$ cat src/source/dcache_cfg_pkg.sv
// ~~~~~~~~~~~~~~~~~~~~~~~~~~~~~~~~~~~~~~~~
// data cache configuration
// geometry, field widths and address layout
// ~~~~~~~~~~~~~~~~~~~~~~~~~~~~~~~~~~~~~~~~
`default_nettype none

package dcache_cfg_pkg;

    // geometry
    localparam int WORD_W    = 32;
    localparam int ADDR_W    = 32;
    localparam int NUM_SETS  = 8;
    localparam int NUM_WAYS  = 2;
    localparam int BLK_WORDS = 2;

    // address fields
    localparam int IDX_W     = 3;
    localparam int BLKOFF_W  = 1;
    localparam int BYTEOFF_W = 2;
    localparam int TAG_W     = ADDR_W - IDX_W - BLKOFF_W - BYTEOFF_W;

    typedef logic [WORD_W-1:0]   word_t;
    typedef logic [TAG_W-1:0]    tag_t;
    typedef logic [IDX_W-1:0]    idx_t;
    typedef logic [BLKOFF_W-1:0] blkoff_t;

    typedef struct packed {
        tag_t                 tag;
        idx_t                 idx;
        blkoff_t              blkoff;
        logic [BYTEOFF_W-1:0] byteoff;
    } dcache_addr_t;

    typedef struct packed {
        logic                        valid;
        logic                        dirty;
        tag_t                        tag;
        word_t [BLK_WORDS-1:0]       data;
    } dcache_frame_t;

endpackage

`default_nettype wire

$ cat src/source/dcache_bus_pkg.sv
// ~~~~~~~~~~~~~~~~~~~~~~~~~~~~~~~~~~~~~~~~
// data cache port bundles
// ~~~~~~~~~~~~~~~~~~~~~~~~~~~~~~~~~~~~~~~~
`default_nettype none

package dcache_bus_pkg;

    import dcache_cfg_pkg::*;

    // processor side
    typedef struct packed {
        logic         ren;
        logic         wen;
        logic         halt;
        dcache_addr_t addr;
        word_t        store;
    } dp_req_t;

    typedef struct packed {
        logic  hit;
        word_t load;
        logic  flushed;
    } dp_rsp_t;

    // memory side, held until busy drops
    typedef struct packed {
        logic         ren;
        logic         wen;
        dcache_addr_t addr;
        word_t        store;
    } mem_req_t;

    typedef struct packed {
        logic  busy;
        word_t load;
    } mem_rsp_t;

    // controller to storage, lands at the next edge
    typedef struct packed {
        logic          en;
        idx_t          set;
        logic          way;
        dcache_frame_t frame;
        logic          lru_en;
        logic          lru;
    } array_wr_t;

endpackage

`default_nettype wire

$ cat src/source/dcache_array.sv
// ~~~~~~~~~~~~~~~~~~~~~~~~~~~~~~~~~~~~~~~~
// data cache storage
// frames, lru bits and tag lookup
// ~~~~~~~~~~~~~~~~~~~~~~~~~~~~~~~~~~~~~~~~
`timescale 1ns/10ps
`default_nettype none

module dcache_array
    import dcache_cfg_pkg::*;
    import dcache_bus_pkg::*;
(
    input  logic                           CLK,
    input  logic                           nRST,
    input  idx_t                           rd_set,
    input  tag_t                           lookup_tag,
    input  array_wr_t                      wr,
    output dcache_frame_t [NUM_WAYS-1:0]   frames,
    output logic                           lru,
    output logic                           hit,
    output logic                           hit_way
);

    // one entry per set, both ways side by side
    dcache_frame_t [NUM_WAYS-1:0] frame_q [NUM_SETS];

    // bit set means way 1 is the older one
    logic [NUM_SETS-1:0] lru_q;

    logic [NUM_WAYS-1:0] way_match;

    // read side
    assign frames = frame_q[rd_set];
    assign lru    = lru_q[rd_set];

    // tag compare per way
    genvar w;
    generate
        for (w = 0; w < NUM_WAYS; w++) begin : g_match
            assign way_match[w] = frames[w].valid && (frames[w].tag == lookup_tag);
        end
    endgenerate

    assign hit = |way_match;

    // matching way, way 0 wins a tie
    always_comb begin
        hit_way = 1'b0;
        for (int i = NUM_WAYS - 1; i >= 0; i--) begin
            if (way_match[i]) begin
                hit_way = i[0];
            end
        end
    end

    // frame writes
    always_ff @(posedge CLK, negedge nRST) begin
        if (!nRST) begin
            for (int s = 0; s < NUM_SETS; s++) begin
                frame_q[s] <= '0;
            end
        end else if (wr.en) begin
            frame_q[wr.set][wr.way] <= wr.frame;
        end
    end

    // replacement bits
    always_ff @(posedge CLK, negedge nRST) begin
        if (!nRST) begin
            lru_q <= '0;
        end else if (wr.lru_en) begin
            lru_q[wr.set] <= wr.lru;
        end
    end

endmodule

`default_nettype wire

$ cat src/source/dcache_ctrl.sv
// ~~~~~~~~~~~~~~~~~~~~~~~~~~~~~~~~~~~~~~~~
// data cache controller
// hits, miss refill, write-back and flush
// ~~~~~~~~~~~~~~~~~~~~~~~~~~~~~~~~~~~~~~~~
`timescale 1ns/10ps
`default_nettype none

module dcache_ctrl
    import dcache_cfg_pkg::*;
    import dcache_bus_pkg::*;
(
    input  logic                           CLK,
    input  logic                           nRST,
    input  dp_req_t                        dp_req,
    output dp_rsp_t                        dp_rsp,
    output mem_req_t                       mem_req,
    input  mem_rsp_t                       mem_rsp,
    output idx_t                           rd_set,
    output tag_t                           lookup_tag,
    input  dcache_frame_t [NUM_WAYS-1:0]   frames,
    input  logic                           lru,
    input  logic                           hit,
    input  logic                           hit_way,
    output array_wr_t                      wr
);

    typedef enum logic [3:0] {
        IDLE, WB_WORD0, WB_WORD1, LOAD_WORD0, LOAD_WORD1,
        FLUSH_CHECK, FLUSH_WORD0, FLUSH_WORD1, HALTED
    } state_t;

    state_t state, next_state;

    // way index sits above the set index
    logic [IDX_W:0] flush_cnt, next_flush_cnt;
    logic           flush_last;
    logic           flushing;
    logic           req_active;

    dcache_addr_t  req_addr;
    dcache_frame_t hit_frame;
    dcache_frame_t victim_frame;
    dcache_frame_t flush_frame;

    // block aligned address of one word
    function automatic dcache_addr_t word_addr(tag_t tag, idx_t idx, blkoff_t off);
        dcache_addr_t a;
        a.tag     = tag;
        a.idx     = idx;
        a.blkoff  = off;
        a.byteoff = '0;
        return a;
    endfunction

    assign req_addr   = dp_req.addr;
    assign req_active = dp_req.ren || dp_req.wen;
    assign flushing   = (state == FLUSH_CHECK) || (state == FLUSH_WORD0) ||
                        (state == FLUSH_WORD1);
    assign flush_last = (flush_cnt == (IDX_W+1)'(NUM_SETS * NUM_WAYS - 1));

    // lookup follows the flush walk while flushing
    assign rd_set     = flushing ? flush_cnt[IDX_W-1:0] : req_addr.idx;
    assign lookup_tag = req_addr.tag;

    assign hit_frame    = frames[hit_way];
    assign victim_frame = frames[lru];
    assign flush_frame  = frames[flush_cnt[IDX_W]];

    // datapath response
    assign dp_rsp.hit     = (state == IDLE) && !dp_req.halt && req_active && hit;
    assign dp_rsp.load    = hit_frame.data[req_addr.blkoff];
    assign dp_rsp.flushed = (state == HALTED);

    always_comb begin
        next_state     = state;
        next_flush_cnt = flush_cnt;
        mem_req        = '0;
        wr             = '0;
        wr.set         = req_addr.idx;
        wr.way         = lru;
        case (state)
            IDLE: begin
                if (dp_req.halt) begin
                    next_state = FLUSH_CHECK;
                end else if (req_active && hit) begin
                    wr.way    = hit_way;
                    wr.lru_en = 1'b1;
                    wr.lru    = ~hit_way;
                    if (dp_req.wen) begin
                        wr.en                            = 1'b1;
                        wr.frame                         = hit_frame;
                        wr.frame.dirty                   = 1'b1;
                        wr.frame.data[req_addr.blkoff]   = dp_req.store;
                    end
                end else if (req_active) begin
                    // victim is the lru way
                    if (victim_frame.valid && victim_frame.dirty)
                        next_state = WB_WORD0;
                    else
                        next_state = LOAD_WORD0;
                end
            end
            WB_WORD0, WB_WORD1: begin
                mem_req.wen   = 1'b1;
                mem_req.addr  = word_addr(victim_frame.tag, req_addr.idx,
                                          blkoff_t'(state == WB_WORD1));
                mem_req.store = victim_frame.data[state == WB_WORD1];
                if (!mem_rsp.busy)
                    next_state = (state == WB_WORD0) ? WB_WORD1 : LOAD_WORD0;
            end
            LOAD_WORD0, LOAD_WORD1: begin
                mem_req.ren  = 1'b1;
                mem_req.addr = word_addr(req_addr.tag, req_addr.idx,
                                         blkoff_t'(state == LOAD_WORD1));
                if (!mem_rsp.busy) begin
                    wr.en                             = 1'b1;
                    wr.frame                          = victim_frame;
                    wr.frame.tag                      = req_addr.tag;
                    wr.frame.dirty                    = 1'b0;
                    // frame goes valid with the second word
                    wr.frame.valid                    = (state == LOAD_WORD1);
                    wr.frame.data[state == LOAD_WORD1] = mem_rsp.load;
                    next_state = (state == LOAD_WORD0) ? LOAD_WORD1 : IDLE;
                end
            end
            FLUSH_CHECK: begin
                if (flush_frame.valid && flush_frame.dirty) begin
                    next_state = FLUSH_WORD0;
                end else if (flush_last) begin
                    next_state = HALTED;
                end else begin
                    next_flush_cnt = flush_cnt + (IDX_W+1)'(1);
                end
            end
            FLUSH_WORD0, FLUSH_WORD1: begin
                mem_req.wen   = 1'b1;
                mem_req.addr  = word_addr(flush_frame.tag, flush_cnt[IDX_W-1:0],
                                          blkoff_t'(state == FLUSH_WORD1));
                mem_req.store = flush_frame.data[state == FLUSH_WORD1];
                if (!mem_rsp.busy) begin
                    if (state == FLUSH_WORD0) begin
                        next_state = FLUSH_WORD1;
                    end else begin
                        // drop the frame once it is written back
                        wr.en          = 1'b1;
                        wr.set         = flush_cnt[IDX_W-1:0];
                        wr.way         = flush_cnt[IDX_W];
                        wr.frame       = flush_frame;
                        wr.frame.valid = 1'b0;
                        wr.frame.dirty = 1'b0;
                        if (flush_last) begin
                            next_state = HALTED;
                        end else begin
                            next_state     = FLUSH_CHECK;
                            next_flush_cnt = flush_cnt + (IDX_W+1)'(1);
                        end
                    end
                end
            end
            HALTED: begin
                next_state = HALTED;
            end
            default: begin
                next_state = IDLE;
            end
        endcase
    end

    always_ff @(posedge CLK, negedge nRST) begin
        if (!nRST) begin
            state     <= IDLE;
            flush_cnt <= '0;
        end else begin
            state     <= next_state;
            flush_cnt <= next_flush_cnt;
        end
    end

endmodule

`default_nettype wire

$ cat src/source/dcache.sv
// ~~~~~~~~~~~~~~~~~~~~~~~~~~~~~~~~~~~~~~~~
// two-way write-back data cache top
// ~~~~~~~~~~~~~~~~~~~~~~~~~~~~~~~~~~~~~~~~
`timescale 1ns/10ps
`default_nettype none

module dcache
    import dcache_cfg_pkg::*;
    import dcache_bus_pkg::*;
(
    input  logic     CLK,
    input  logic     nRST,
    input  dp_req_t  dp_req,
    output dp_rsp_t  dp_rsp,
    output mem_req_t mem_req,
    input  mem_rsp_t mem_rsp
);

    // lookup path
    idx_t                         rd_set;
    tag_t                         lookup_tag;
    dcache_frame_t [NUM_WAYS-1:0] frames;
    logic                         lru;
    logic                         hit;
    logic                         hit_way;

    // update path
    array_wr_t                    wr;

    dcache_array u_array (
        .CLK        (CLK),
        .nRST       (nRST),
        .rd_set     (rd_set),
        .lookup_tag (lookup_tag),
        .wr         (wr),
        .frames     (frames),
        .lru        (lru),
        .hit        (hit),
        .hit_way    (hit_way)
    );

    dcache_ctrl u_ctrl (
        .CLK        (CLK),
        .nRST       (nRST),
        .dp_req     (dp_req),
        .dp_rsp     (dp_rsp),
        .mem_req    (mem_req),
        .mem_rsp    (mem_rsp),
        .rd_set     (rd_set),
        .lookup_tag (lookup_tag),
        .frames     (frames),
        .lru        (lru),
        .hit        (hit),
        .hit_way    (hit_way),
        .wr         (wr)
    );

endmodule

`default_nettype wire

$ cat config.mk
export PLATFORM = sky130hd
export DESIGN_NAME = dcache
export DESIGN_NICKNAME = d
export VERILOG_FILES = /design/src/source/dcache_cfg_pkg.sv /design/src/source/dcache_bus_pkg.sv /design/src/source/dcache_array.sv /design/src/source/dcache_ctrl.sv /design/src/source/dcache.sv
export SDC_FILE = /design/constraint.sdc
export NUM_CORES = 2
export LEC_CHECK = 0
export BUFFER_PORTS_ARGS = -buffer_cell sky130_fd_sc_hd__buf_4
export CAP_MARGIN = 20
export CORE_UTILIZATION = 55
export CTS_BUF_LIST = sky130_fd_sc_hd__clkbuf_16
export CTS_CLUSTER_DIAMETER = 80
export DETAILED_ROUTE_END_ITERATION = 6
export GPL_TIMING_DRIVEN = 0
export PLACE_DENSITY = 0.76
export SKIP_LAST_GASP = 1
export SYNTH_ARGS = -nofsm -noshare
export SYNTH_HDL_FRONTEND = slang
export SYNTH_SLANG_ARGS = --single-unit
$ cat constraint.sdc
create_clock -name CLK -period 23.9 [get_ports CLK]
set_input_delay 5.975 -clock CLK [delete_from_list [all_inputs] [get_ports CLK]]
set_output_delay 5.975 -clock CLK [all_outputs]
set_load 0.01 [all_outputs]
==> run_results.csv <==
group,metric,value,unit
status,run_status,"finished with violations",
status,violations,"DRC",
worst_setup_path,crit_top_cell,"buf_4",
clocking,cts_resized,0,
synth,synthArstFlopShare,1.00,
floorplanning,num_rows,140,
synth,synthXorXnorAreaFrac,0.00552,
hold_path,hold_class,"register to register",
floorplanning,die_h,385,um
floorplanning,io_pins,202,
clocking,hold_buffers,0,
synth,ys_types,85,
floorplanning,core_area,0.146,mm^2
floorplanning,die_w,385,um
worst_setup_path,max_stage_delay,1.00,ns
synth,synth_edf_count,0,
worst_setup_path,end_kind,"output pin",
synth,synth_compound_gate_area_share,0.114,
global_routing,overflow,0,
synth,synthFlopType,"dfrtp_1",
global_routing,grtUsageTotal,0.511,
sta,timing.fmax,49.7,MHz
sta,tns,0,ns
worst_setup_path,crit_arrival,14.16,ns
clocking,clkSinkCount,1488,
cells_and_area,instances_no_fill,9869,
synth,yosys_warnings,0,
detailed_routing,drtIter0Drc,11242,
detailed_routing,avgRoutedWirePerCell,39.0,um
pwr,p_leak,43.6,nW
synth,synth_mux_area_frac,0.275,
clocking,cts_setup_buffers,0,
clocking,cts_tree,"built",
clocking,path_clk_slew,0.06,ns
detailed_routing,ant_nets,0,
global_routing,antenna_found_initial,32,
synth,yosys.area.top_type,"dfrtp_1",
cells_and_area,synthToLayoutAreaGrowth,12.8,%
flow_run,cap_violations,0,
synth,yosysMostFrequentCell,"dfrtp_1",
detailed_routing,via_per_inst,7.19,
worst_setup_path,required,17.93,ns
synth,ys_seq_elements,1488,
synth,synth_top_area_frac,0.460,
synth,synth_common_cells,"1488 x dfrtp_1, 1140 x mux2_2, 980 x nand2_1",
global_routing,grt_pass1_wl,524000,um
sta,rsz0062_at_grt,"false",
worst_setup_path,worstPathMaxFanout,10,
worst_setup_path,critical_path.startpoint_type,"input port",
clocking,cts_root_buffer,"clkbuf_16",
synth,synthCells,7370,
detailed_routing,drt_first_pass_iters,7,
sta,finalMaxSlewViolations,0,
worst_setup_path,cp_slowest_cell,"clkbuf_1",
sta,worstMarginPinSlew,1.37,ns
placed_design,dp.cells,9546,
synth,syn_area_per_cell,11.0,um^2
placed_design,dpl.hpwl,284000,um
cells_and_area,drive_above_1_share,0.279,
synth,synth_top_family_by_area,"multiplexers",
placed_design,port_buffers,195,
cells_and_area,nFillCells,11912,
sta,relSlewSlack,0.0887,
pwr,power_density,125,mW/mm^2
clocking,cts_buffers,161,
synth,synthAdderAreaFrac,0.000155,
sta,finalCritPeriodShare,0.842,
sta,setup_viol,0,
worst_setup_path,path_delay_family,"buffers and inverters",
synth,synth-simple-area-share,0.0953,
worst_setup_path,path_cells,"buf_4, nor2b_1, clkbuf_1, a21boi_2, clkbuf_1, a21oi_1, o22ai_1, nor3_1, and3b_1, nand4_1, nor4_2, nand3b_1, buf_4, buf_4, buf_4, buf_2, buf_2, mux4_2, buf_4",
detailed_routing,routed_wl,385000,um
detailed_routing,drc,6,
pwr,vdd_drop_max,0.0777,mV
sta,hold_violations,0,
synth,yosys-top-cells-area,"dfrtp_1 46%, mux2_2 16%, mux2i_1 5.6%",
global_routing,grt_pass1_vias,66747,
cells_and_area,nNetsFinal,7919,
sta,min_period,20.13,ns
clocking,clock_latency,0.85,ns
floorplanning,start_util,0.555,
placed_design,gp_congestion,1.11,
global_routing,grt_max_degree,183,
clocking,cts.path.max_buffers,3,
sta,finClkSkew,0.0357,ns
synth,synth_area,0.0809,mm^2
worst_setup_path,crit_type,"input port to output pin",
worst_setup_path,path_buf_inv,9,
detailed_routing,vias,71005,
synth,synth_seq_area_share,0.460,
clocking,htree_levels,4,
floorplanning,die_area,0.149,mm^2
[placed cells by master, fill, tap and decap left out, drive strengths merged, types with 27 or more instances in the layout]
cell type / n
a211oi: 178
a21oi: 172
a221o: 78
a22oi: 75
a311oi: 133
a31o: 133
and3: 144
buf: 615
clkbuf: 541
clkinv: 54
dfrtp: 1488
inv: 194
mux2: 1478
mux2i: 451
mux4: 34
nand2: 981
nand2b: 43
nand3: 291
nor2: 177
nor3: 27
o211ai: 43
o21ai: 250
o221ai: 51
o22a: 27
xnor2: 31
[cell families (layout without fill, tap and decap cells)]
| family | after synthesis | after routing |
|---|---|---|
| multiplexers | 1963 | 1963 |
| other | 1 | 24 |
| AND/OR/NAND/NOR | 1741 | 1741 |
| adder cells (fa/ha/maj) | 1 | 1 |
| AO/OA/AOI/OAI | 1267 | 1267 |
| XOR/XNOR | 51 | 51 |
| buffers and inverters | 858 | 1417 |
| flip-flops | 1488 | 1488 |
[where the power goes]
| part | internal, mW | switching (mW) | leakage (nW) | total (mW) |
|---|---|---|---|---|
| Combinational | 1.70 | 4.00 | 20.6 | 5.69 |
| Clock | 1.35 | 1.12 | 2.59 | 2.48 |
| Sequential | 2.98 | 0.288 | 20.4 | 3.27 |
[per-layer routing]
metal,up-vias,part of all wire,global-route usage
li1,27611,-,-
met1,36026,0.37,0.648
met2,5929,0.39,0.686
met3,1417,0.16,0.256
met4,22,0.075,0.316
met5,-,0.00096,0.0104
[sequential cells by signal, indices dropped and copies added, names as in the netlist]
register and flops:
u_array.frame_q 1472, u_ctrl.flush_cnt 4, u_array.lru_q 8, u_ctrl.state 4
[worst paths after layout]
check / startpoint / end / slack (ns) / cells after the start
hold / removal: u_array.frame_q[90] / u_array.frame_q[90] / 0.48 / 1
min in group asynchronous: nRST / u_array.frame_q[452] / 5.02 / 1
max in group asynchronous: nRST / u_array.frame_q[1242] / 16.13 / 4
setup / recovery: dp_req[36] / dp_rsp[29] / 3.77 / 19
hold reg to reg: u_array.frame_q[90] / u_array.frame_q[90] / 0.48 / 1
setup reg to reg: u_ctrl.state[1] / u_array.frame_q[479] / 14.88 / 18
[through the flow]
step	hold WS [ns]	worst slack [ns]	instance area (um^2)	util	total power, mW
after floorplan	0.441	7.92	80900	-	5.96
after global placement	0.459	-1.28	84700	0.581	8.34
after detailed placement	0.470	4.48	85800	0.589	8.52
after CTS	0.483	4.46	90800	0.623	11.0
after global routing	0.491	4.20	91200	0.626	11.5
final	0.484	3.77	91200	0.626	11.4
[layout make-up]
type,instances,area [um^2],area share
Multi-Input combinational cell,5025,39700,0.435
Sequential cell,1488,37200,0.408
Clock buffer,163,4080,0.0447
Buffer,711,3480,0.0381
Timing Repair Buffer,282,2790,0.0306
Tap cell,1917,2400,0.0263
Clock inverter,114,970,0.0106
Inverter,147,552,0.00605
Antenna cell,22,55.1,0.000603
No activity file was read; power rests on OpenSTA's default activity.
